--- src/design/div_cfg_pkg.sv ---
package div_cfg_pkg;

    // Operand and result width.
    localparam int xlen = 32;

    // Width of the caller's operation tag.
    localparam int tag_width = 4;

    // Register stages inside each divider core.
    localparam int div_stages = 2;

    // Strobe in to strobe out.
    // The result stage adds one register after the cores.
    localparam int div_latency = div_stages + 1;

endpackage

--- src/design/div_types_pkg.sv ---
package div_types_pkg;

    // Low two bits of the RISC-V M extension funct3 for the divide group.
    typedef enum logic [1:0] {
        op_div  = 2'b00,
        op_divu = 2'b01,
        op_rem  = 2'b10,
        op_remu = 2'b11
    } div_op_e;

    // Signed operand representation.
    function automatic logic op_is_signed(div_op_e op);
        return (op == op_div) || (op == op_rem);
    endfunction

    // Remainder rather than quotient.
    function automatic logic op_is_rem(div_op_e op);
        return (op == op_rem) || (op == op_remu);
    endfunction

endpackage

--- src/design/div_core.sv ---
`timescale 1ns/1ps

module div_core #(
    parameter int signed_mode = 0
) (
    input  logic                         clock,
    input  logic                         aclr,
    input  logic [div_cfg_pkg::xlen-1:0] numer,
    input  logic [div_cfg_pkg::xlen-1:0] denom,
    output logic [div_cfg_pkg::xlen-1:0] quotient,
    output logic [div_cfg_pkg::xlen-1:0] remainder
);

    import div_cfg_pkg::*;

    localparam logic [xlen-1:0] all_ones = {xlen{1'b1}};
    localparam logic [xlen-1:0] int_min  = {1'b1, {(xlen-1){1'b0}}};

    // Operand delay line, one entry per stage.
    logic [xlen-1:0] numer_q [div_stages];
    logic [xlen-1:0] denom_q [div_stages];

    logic [xlen-1:0] num_end;
    logic [xlen-1:0] den_end;
    logic            div_zero;
    logic            overflow;

    always_ff @(posedge clock or posedge aclr) begin
        if (aclr) begin
            for (int i = 0; i < div_stages; i++) begin
                numer_q[i] <= '0;
                denom_q[i] <= '0;
            end
        end else begin
            numer_q[0] <= numer;
            denom_q[0] <= denom;
            for (int i = 1; i < div_stages; i++) begin
                numer_q[i] <= numer_q[i-1];
                denom_q[i] <= denom_q[i-1];
            end
        end
    end

    assign num_end = numer_q[div_stages-1];
    assign den_end = denom_q[div_stages-1];

    assign div_zero = (den_end == '0);

    // Only the signed form can overflow.
    assign overflow = (signed_mode != 0) && (num_end == int_min) && (den_end == all_ones);

    generate
        if (signed_mode != 0) begin : g_signed
            // Truncating division; the remainder keeps the numerator's sign.
            always_comb begin
                if (div_zero) begin
                    quotient  = all_ones;
                    remainder = num_end;
                end else if (overflow) begin
                    // The quotient wraps back to the numerator.
                    quotient  = num_end;
                    remainder = '0;
                end else begin
                    quotient  = $signed(num_end) / $signed(den_end);
                    remainder = $signed(num_end) % $signed(den_end);
                end
            end
        end else begin : g_unsigned
            always_comb begin
                if (div_zero) begin
                    quotient  = all_ones;
                    remainder = num_end;
                end else begin
                    quotient  = num_end / den_end;
                    remainder = num_end % den_end;
                end
            end
        end
    endgenerate

    // Division identity, modulo 2**xlen, which holds for both representations.
    a_div_identity: assert property (
        @(posedge clock) disable iff (aclr)
        (!div_zero && !overflow) |-> ((quotient * den_end + remainder) == num_end)
    ) else $error("div_core: quotient * denom + remainder differs from numer");

endmodule

--- src/design/div_ctrl_pipe.sv ---
`timescale 1ns/1ps

module div_ctrl_pipe (
    input  logic                              clock,
    input  logic                              aclr,
    input  logic                              in_valid,
    input  div_types_pkg::div_op_e            op,
    input  logic [div_cfg_pkg::tag_width-1:0] tag,
    output logic                              pipe_valid,
    output div_types_pkg::div_op_e            pipe_op,
    output logic [div_cfg_pkg::tag_width-1:0] pipe_tag
);

    import div_cfg_pkg::*;
    import div_types_pkg::*;

    // One entry per divider stage.
    logic                 valid_q [div_stages];
    div_op_e              op_q    [div_stages];
    logic [tag_width-1:0] tag_q   [div_stages];

    always_ff @(posedge clock or posedge aclr) begin
        if (aclr) begin
            for (int i = 0; i < div_stages; i++) begin
                valid_q[i] <= 1'b0;
                op_q[i]    <= op_div;
                tag_q[i]   <= '0;
            end
        end else begin
            valid_q[0] <= in_valid;
            if (in_valid) begin
                op_q[0]  <= op;
                tag_q[0] <= tag;
            end
            // Payload moves only behind a valid entry.
            for (int i = 1; i < div_stages; i++) begin
                valid_q[i] <= valid_q[i-1];
                if (valid_q[i-1]) begin
                    op_q[i]  <= op_q[i-1];
                    tag_q[i] <= tag_q[i-1];
                end
            end
        end
    end

    assign pipe_valid = valid_q[div_stages-1];
    assign pipe_op    = op_q[div_stages-1];
    assign pipe_tag   = tag_q[div_stages-1];

    // A floating strobe upstream would show up here.
    a_valid_known: assert property (
        @(posedge clock) disable iff (aclr)
        !$isunknown(pipe_valid)
    ) else $error("div_ctrl_pipe: pipe_valid is unknown");

endmodule

--- src/design/div_result_mux.sv ---
`timescale 1ns/1ps

module div_result_mux (
    input  logic                              clock,
    input  logic                              aclr,
    input  logic                              pipe_valid,
    input  div_types_pkg::div_op_e            pipe_op,
    input  logic [div_cfg_pkg::tag_width-1:0] pipe_tag,
    input  logic [div_cfg_pkg::xlen-1:0]      sq,
    input  logic [div_cfg_pkg::xlen-1:0]      sr,
    input  logic [div_cfg_pkg::xlen-1:0]      uq,
    input  logic [div_cfg_pkg::xlen-1:0]      ur,
    output logic                              out_valid,
    output logic [div_cfg_pkg::xlen-1:0]      result,
    output logic [div_cfg_pkg::tag_width-1:0] out_tag
);

    import div_cfg_pkg::*;
    import div_types_pkg::*;

    logic [xlen-1:0] sel_quot;
    logic [xlen-1:0] sel_rem;
    logic [xlen-1:0] sel_result;

    // Pick the core first, then quotient or remainder.
    always_comb begin
        if (op_is_signed(pipe_op)) begin
            sel_quot = sq;
            sel_rem  = sr;
        end else begin
            sel_quot = uq;
            sel_rem  = ur;
        end
        sel_result = op_is_rem(pipe_op) ? sel_rem : sel_quot;
    end

    always_ff @(posedge clock or posedge aclr) begin
        if (aclr) begin
            out_valid <= 1'b0;
            result    <= '0;
            out_tag   <= '0;
        end else begin
            out_valid <= pipe_valid;
            // Hold the last result while idle.
            if (pipe_valid) begin
                result  <= sel_result;
                out_tag <= pipe_tag;
            end
        end
    end

    // Opcode carried down the control pipe must be a known encoding.
    a_op_legal: assert property (
        @(posedge clock) disable iff (aclr)
        pipe_valid |-> !$isunknown(pipe_op)
    ) else $error("div_result_mux: unknown opcode with pipe_valid high");

endmodule

--- src/design/div_unit.sv ---
`timescale 1ns/1ps

module div_unit (
    input  logic                              clock,
    input  logic                              aclr,
    input  logic                              in_valid,
    input  logic [div_cfg_pkg::xlen-1:0]      numer,
    input  logic [div_cfg_pkg::xlen-1:0]      denom,
    input  div_types_pkg::div_op_e            op,
    input  logic [div_cfg_pkg::tag_width-1:0] tag,
    output logic                              out_valid,
    output logic [div_cfg_pkg::xlen-1:0]      result,
    output logic [div_cfg_pkg::tag_width-1:0] out_tag
);

    import div_cfg_pkg::*;
    import div_types_pkg::*;

    // Signed core results.
    logic [xlen-1:0] sq;
    logic [xlen-1:0] sr;

    // Unsigned core results.
    logic [xlen-1:0] uq;
    logic [xlen-1:0] ur;

    // Control aligned with the core outputs.
    logic                 pipe_valid;
    div_op_e              pipe_op;
    logic [tag_width-1:0] pipe_tag;

    // Both cores see every operand pair.
    div_core #(
        .signed_mode (1)
    ) i_div_signed (
        .clock     (clock),
        .aclr      (aclr),
        .numer     (numer),
        .denom     (denom),
        .quotient  (sq),
        .remainder (sr)
    );

    div_core #(
        .signed_mode (0)
    ) i_div_unsigned (
        .clock     (clock),
        .aclr      (aclr),
        .numer     (numer),
        .denom     (denom),
        .quotient  (uq),
        .remainder (ur)
    );

    div_ctrl_pipe i_div_ctrl_pipe (
        .clock      (clock),
        .aclr       (aclr),
        .in_valid   (in_valid),
        .op         (op),
        .tag        (tag),
        .pipe_valid (pipe_valid),
        .pipe_op    (pipe_op),
        .pipe_tag   (pipe_tag)
    );

    div_result_mux i_div_result_mux (
        .clock      (clock),
        .aclr       (aclr),
        .pipe_valid (pipe_valid),
        .pipe_op    (pipe_op),
        .pipe_tag   (pipe_tag),
        .sq         (sq),
        .sr         (sr),
        .uq         (uq),
        .ur         (ur),
        .out_valid  (out_valid),
        .result     (result),
        .out_tag    (out_tag)
    );

endmodule

--- config.mk ---
export PLATFORM = sky130hd
export DESIGN_NAME = div_unit
export DESIGN_NICKNAME = d
export VERILOG_FILES = /design/src/design/div_cfg_pkg.sv /design/src/design/div_types_pkg.sv /design/src/design/div_core.sv /design/src/design/div_ctrl_pipe.sv /design/src/design/div_result_mux.sv /design/src/design/div_unit.sv
export SDC_FILE = /design/constraint.sdc
export NUM_CORES = 2
export LEC_CHECK = 0
export BUFFER_PORTS_ARGS = -buffer_cell sky130_fd_sc_hd__buf_2
export CAP_MARGIN = 20
export CORE_MARGIN = 3
export CORE_UTILIZATION = 47
export DETAILED_ROUTE_END_ITERATION = 10
export SLEW_MARGIN = 20
export SYNTH_ARGS = -nofsm -noshare
export SYNTH_HDL_FRONTEND = slang
export SYNTH_SLANG_ARGS = --single-unit
--- constraint.sdc ---
create_clock -name clock -period 219.5 [get_ports clock]
set_input_delay 0 -clock clock [delete_from_list [all_inputs] [get_ports clock]]
set_output_delay 0 -clock clock [all_outputs]
set_load 0.005 [all_outputs]
Word-level counts from Yosys, hierarchy flattened
Cells that the tools add are included.

word-level totals
  output and inout bits = 37
  bits in registers = 179
  logic and storage cells = 35
  bits of input ports = 73

cells by class
  muxes and demuxes = 9
  eq/ne operators = 4
  reduce and logical (&&, ||, !) cells = 5
  div/mod/pow operators = 4

operator list
  cell                                          count
  2-to-1 mux 32 bit                             9
  divider 32 x 32 -> 32 bit                     2
  equality test 32 bit (second input constant)  2
  remainder unit 32 x 32 -> 32 bit              2
  logical NOT 32 bit                            1
  equality test 2 bit (second input constant)   2
  logical NOT 2 bit                             1
  logical OR 1 bit                              2
  logical AND 1 bit                             1

Longest topological paths before layout
  word-level depth = 6
  gate-level depth with buffers = 377
  mapped depth without buffers = 344

Hierarchy
From an unflattened synthesis, not the netlist that was laid out.

unflattened totals
  cell total of the unflattened synthesis = 10916
  area, all modules = 78338.9 um^2

modules (own cells, without submodules)
  module                     area an instance (um^2)  cells an instance  seq. area each (um^2)  times used
  div_core (i_div_signed)    40009.6                  5731               3203.1                 1
  div_core (i_div_unsigned)  35474.0                  4961               3203.1                 1
  div_result_mux             2253.4                   189                925.9                  1
  div_ctrl_pipe              601.8                    35                 350.3                  1

Least setup slack after synthesis
No wires, ideal clock.

  kind = register to register
  start = register i_div_unsigned.denom_q, in the netlist i_div_unsigned.den_end[0]
  end = register i_div_result_mux.result[23] (netlist bit)
  data required time = 219.374 ns
  stages on the path, launching flop included = 342
  data arrival time = 79.761 ns
  setup time = 0.126 ns
  period minus slack after synthesis = 79.886 ns
  buffers on the path = 56
  slack = 139.614 ns
  cells stage by stage = dfrtp_1 > inv_1 > ha_1 > or3b_2 > o41ai_1 > xnor2_1 > nand4_1 > or3_1 > clkbuf_1 > nor3_1 > mux2_2 > ha_1 > o21a_1 > nor2_1 > nor2_1 > nand2_1 > mux2i_1 > ha_1 > [306 not listed] > a21o_1 > a2111oi_0 > nor3b_1 > a21oi_1 > o31ai_1 > o211ai_1 > inv_2 > nand2_1 > nor2_1 > o2bb2ai_1 > nand4_1 > or4_1 > nand3b_1 > nand2b_1 > o31ai_1 > xnor2_1 > a221oi_1 > nor2_1

between the ends
  word-level cells in the longest chain between the ends = 6
  elaborated cells between the ends (all ways) = 16
  those cells by class = div (4); eq/ne (1); mux (9); reduce/logical (2)

RTL lines
  element                                                                            line                  text
  start, declared                                                                    div_core.sv:21        logic [xlen-1:0] denom_q [div_stages];
  start signal, assigned by index                                                    div_core.sv:39        denom_q[i] <= denom_q[i-1];
  parallel branches: the longest is 5 deep, another holds divider 32 x 32 -> 32 bit  n/a
  2-to-1 mux 32 bit *                                                                div_result_mux.sv:34  sel_result = op_is_rem(pipe_op) ? sel_rem : sel_quot;
  end signal, assigned                                                               div_result_mux.sv:46  result <= sel_result;
  end, declared                                                                      div_result_mux.sv:14  output logic [div_cfg_pkg::xlen-1:0] result,

Every way passes the cells marked *.
A chain may end at the register's enable or synchronous reset.

Final worst setup path
  start = register i_div_unsigned.denom_q, in the netlist i_div_unsigned.den_end[0]
  end = register i_div_result_mux.result[16] (netlist bit)

Same word-level chain as after synthesis.

==> results.yml <==
run_status:
  status: "finished clean"
yosys:
  dominantRegCellSynth: "dfrtp_1"
  synth_fp_nets: 11180
  synth.area.top_cells: "ha_1, xnor2_1, a21oi_1, dfrtp_1, nor2_1"
  netlist_instances: 10043
  yosysMostFrequentCell: "nor2_1"
  ys_seq_area_share_pct: 6.43
  async_flop_share_pct: 100
  synth_area_per_cell_um2: 6.94
  synth_top_area_share_pct: 19.1
  synth_area_um2: 69700
  synth-seq-cells: 179
  synth_warnings: 0
  netlist_top_cells_count: "nor2_1, ha_1, nand2_1"
  ys_types: 112
  synth-edff-count: 0
  yosys.area.top_type: "ha_1"
layout:
  utilization_pct: 51.0
  syn_to_final_growth_pct: 7.05
  design_area_um2: 74600
  drive_gt1_share_pct: 7.62
  nets: 11236
clock_tree:
  cts_root_buf: "clkbuf_16"
  clk-insertion-delay-late_ns: 0.53
  clk_path_buf_depth: 2
  cts.sinks: 179
  clk_pin_slew_ns: 0.09
  cts_tree: "done"
  cts_resized: 0
  htree_levels: 4
  cts_made_buffers: 17
pwr:
  p_leak_nw: 32.9
  pwr-share-comb_pct: 86.7
  total_power_mw: 0.604
  clockPowerShare_pct: 5.4
  ir_drop_mv: 0.0110
  switching_power_mw: 0.365
  power_density_nw_per_um2: 8.09
  switching_share_pct: 60.4
  p_int_mw: 0.239
  seqPwrFrac_pct: 7.9
die:
  ios: 110
  design.core.area_um2: 146000
  dieArea_um2: 153000
  die_h_um: 391
  num_rows: 140
  start_util_pct: 47.6
  dieWidth_um: 391
timing:
  timing.final.ws_setup_ns: 120.01
  grt_setup_unrepaired: "false"
  maxClockFrequency_ghz: 0.0101
  worst_pin_slew_ns: 1.41
  slew_headroom_pct: 5.07
  final_hold_viol_count: 0
  tns_ns: 0
  min_period_ns: 99.49
  slew_viol_final: 0
  skew_ns: 0.0308
  fin_crit_sh_pct: 45.3
  setup_viol: 0
critical_path:
  cp_slowest_cell: "o31ai_1"
  r2r-end: "i_div_result_mux.result[16]$_DFFE_PP0P_"
  rr_startpoint: "i_div_unsigned.den_end[0]$_DFF_PP0_"
  crit_buf_inv: 32
  max_stage_delay_ns: 1.18
  cp.required_ns: 219.87
  r2r_cells: 324
  crit_fanout: 41
  rrSetupSlack_ns: 120.01
  path_class: "reg -> reg"
  cp-end-kind: "flip-flop"
  path_common_cell: "ha_1"
  cp_top_family: "compound AO/OA/AOI/OAI gates"
  crit_arrival_ns: 99.86
  startpoint_type: "flip-flop"
global_routing:
  use_met3_pct: 12.8
  antenna_found_initial: 21
  grtUsageTotal_pct: 44.0
  overflow: 0
  grt_pass1_vias: 77364
  grt_pass1_wl_mm: 508
  grtUsageMet2_pct: 63.4
  grt-busiest-layer: "met2"
  grt_max_degree: 66
  grt_use_met1_pct: 58.4
route:
  drc: 0
  vias_per_cell: 6.98
  wl_per_cell_um: 29.2
  wl_mm: 352
  drt_pass1_iterations: 10
  drtAntennaViolNets: 0
  num_vias: 83991
  drtIter0Drc: 10849
place:
  gp_congestion: 1.09
  post-place-ws_ns: 124.25
  placed_area_um2: 73300
  post-dp-hpwl_mm: 280
  numPortBuffers: 109
min_path:
  hold_path.class: "in -> async"
job:
  cap_violations: 0
-- flip-flops by register name, summed over array words and instances, names as in the netlist --
register                    flops
i_div_unsigned.num_end         32
i_div_ctrl_pipe.tag_q           4
i_div_ctrl_pipe.op_q            2
i_div_unsigned.numer_q         32
i_div_result_mux.out_valid      1
i_div_unsigned.denom_q         32
i_div_ctrl_pipe.pipe_op         2
i_div_unsigned.den_end         32
i_div_result_mux.result        32
i_div_ctrl_pipe.valid_q         1
i_div_result_mux.out_tag        4
i_div_ctrl_pipe.pipe_valid      1
i_div_ctrl_pipe.pipe_tag        4
-- worst reg2reg max path, delay by kind of cell (launching register included) --
family	cells	cell delay [ns]
adders and majority gates	32	11.07
buffers and inverters	32	8.19
and+or+nand+nor	103	31.06
DFF	1	0.36
xor gates and xnor gates	1	0.37
AOI/OAI and AO/OA	153	47.24
muxes	3	1.03
-- power groups by stage --
stage | Combinational, mW | Sequential, mW | Clock, mW
2_1_floorplan | 0.345 | 0.0407 | 0
3_3_place_gp | 0.497 | 0.0467 | 0
3_5_place_dp | 0.499 | 0.0464 | 0
4_1_cts | 0.504 | 0.0459 | 0.0330
5_1_grt | 0.554 | 0.0472 | 0.0342
6_report | 0.524 | 0.0475 | 0.0327
-- layout make-up --
class / instances / area (µm²)
Antenna cell: 11 / 27.5
Clock buffer: 18 / 439
Clock inverter: 14 / 135
Fill cell: 14948 / 71800
Inverter: 338 / 1280
Multi-Input combinational cell: 9171 / 63000
Sequential cell: 179 / 4480
Tap cell: 1917 / 2400
Timing Repair Buffer: 392 / 2850
-- kinds of logic (layout without fill, tap and decap cells) --
group           Yosys count  count (layout)  synth area share (%)
mux                     177             177                  2.78
compound gates         3437            3437                  32.5
simple gates           3653            3653                  24.8
buf+inv                 693             762                  3.78
xor+xnor                840             840                  10.6
flops                   179             179                  6.43
other cells               0              11                     0
fa+ha+maj              1064            1064                  19.1
-- per-layer routing --
metal | vias to the layer above | part of all wire (%)
li1 | 37676 | -
met1 | 39724 | 41
met2 | 5438 | 40
met3 | 1139 | 13
met4 | 14 | 6.7
met5 | - | 0.055
-- layout by cell type, fill, tap and decap left out, drive strengths merged, types with 74 or more instances in the layout --
master,Yosys,routed
nand2,1031,1031
o211ai,127,127
nor2b,108,108
or3,127,127
a21oi,928,928
nor4,74,74
inv,333,338
nand4,125,125
o21bai,81,81
buf,76,318
xnor2,545,545
mux2,133,133
a21o,338,338
and2,84,84
ha,1062,1062
o21a,294,294
xor2,295,295
dfrtp,179,179
nand3,265,265
o21ai,601,601
or2,104,104
nand2b,101,101
a211oi,111,111
nor3,336,336
nor2,1074,1074
and3,85,85
o31ai,98,98
a31oi,172,172
-- what timing repair did --
action | in CTS | in global routing
hold endpoints to repair | 131 | 0
hold buffers | 72 | 0
setup buffers | 0 | 0
setup endpoints to repair | 0 | 0
-- worst max path at each step --
stage / from / end / depth (start not counted)
4_1_cts: i_div_unsigned.den_end[0]$_DFF_PP0_ / i_div_result_mux.result[21]$_DFFE_PP0P_ / 327
6_report: i_div_unsigned.den_end[0]$_DFF_PP0_ / i_div_result_mux.result[16]$_DFFE_PP0P_ / 324
3_3_place_gp: i_div_unsigned.den_end[0]$_DFF_PP0_ / i_div_result_mux.result[16]$_DFFE_PP0P_ / 328
2_1_floorplan: i_div_unsigned.den_end[0]$_DFF_PP0_ / i_div_result_mux.result[23]$_DFFE_PP0P_ / 341
5_1_grt: i_div_unsigned.den_end[0]$_DFF_PP0_ / i_div_result_mux.result[16]$_DFFE_PP0P_ / 326
3_5_place_dp: i_div_unsigned.den_end[0]$_DFF_PP0_ / i_div_result_mux.result[16]$_DFFE_PP0P_ / 324
-- per-stage QoR --
stage	std cells	hold WS [ns]
final	12040	0.0520
after detailed placement	11923	0.0481
after floorplan	10043	0.0314
after CTS	12027	0.0397
after global routing	12029	0.0750
after global placement	11922	0.0476
(Power assumes the default switching activity.)
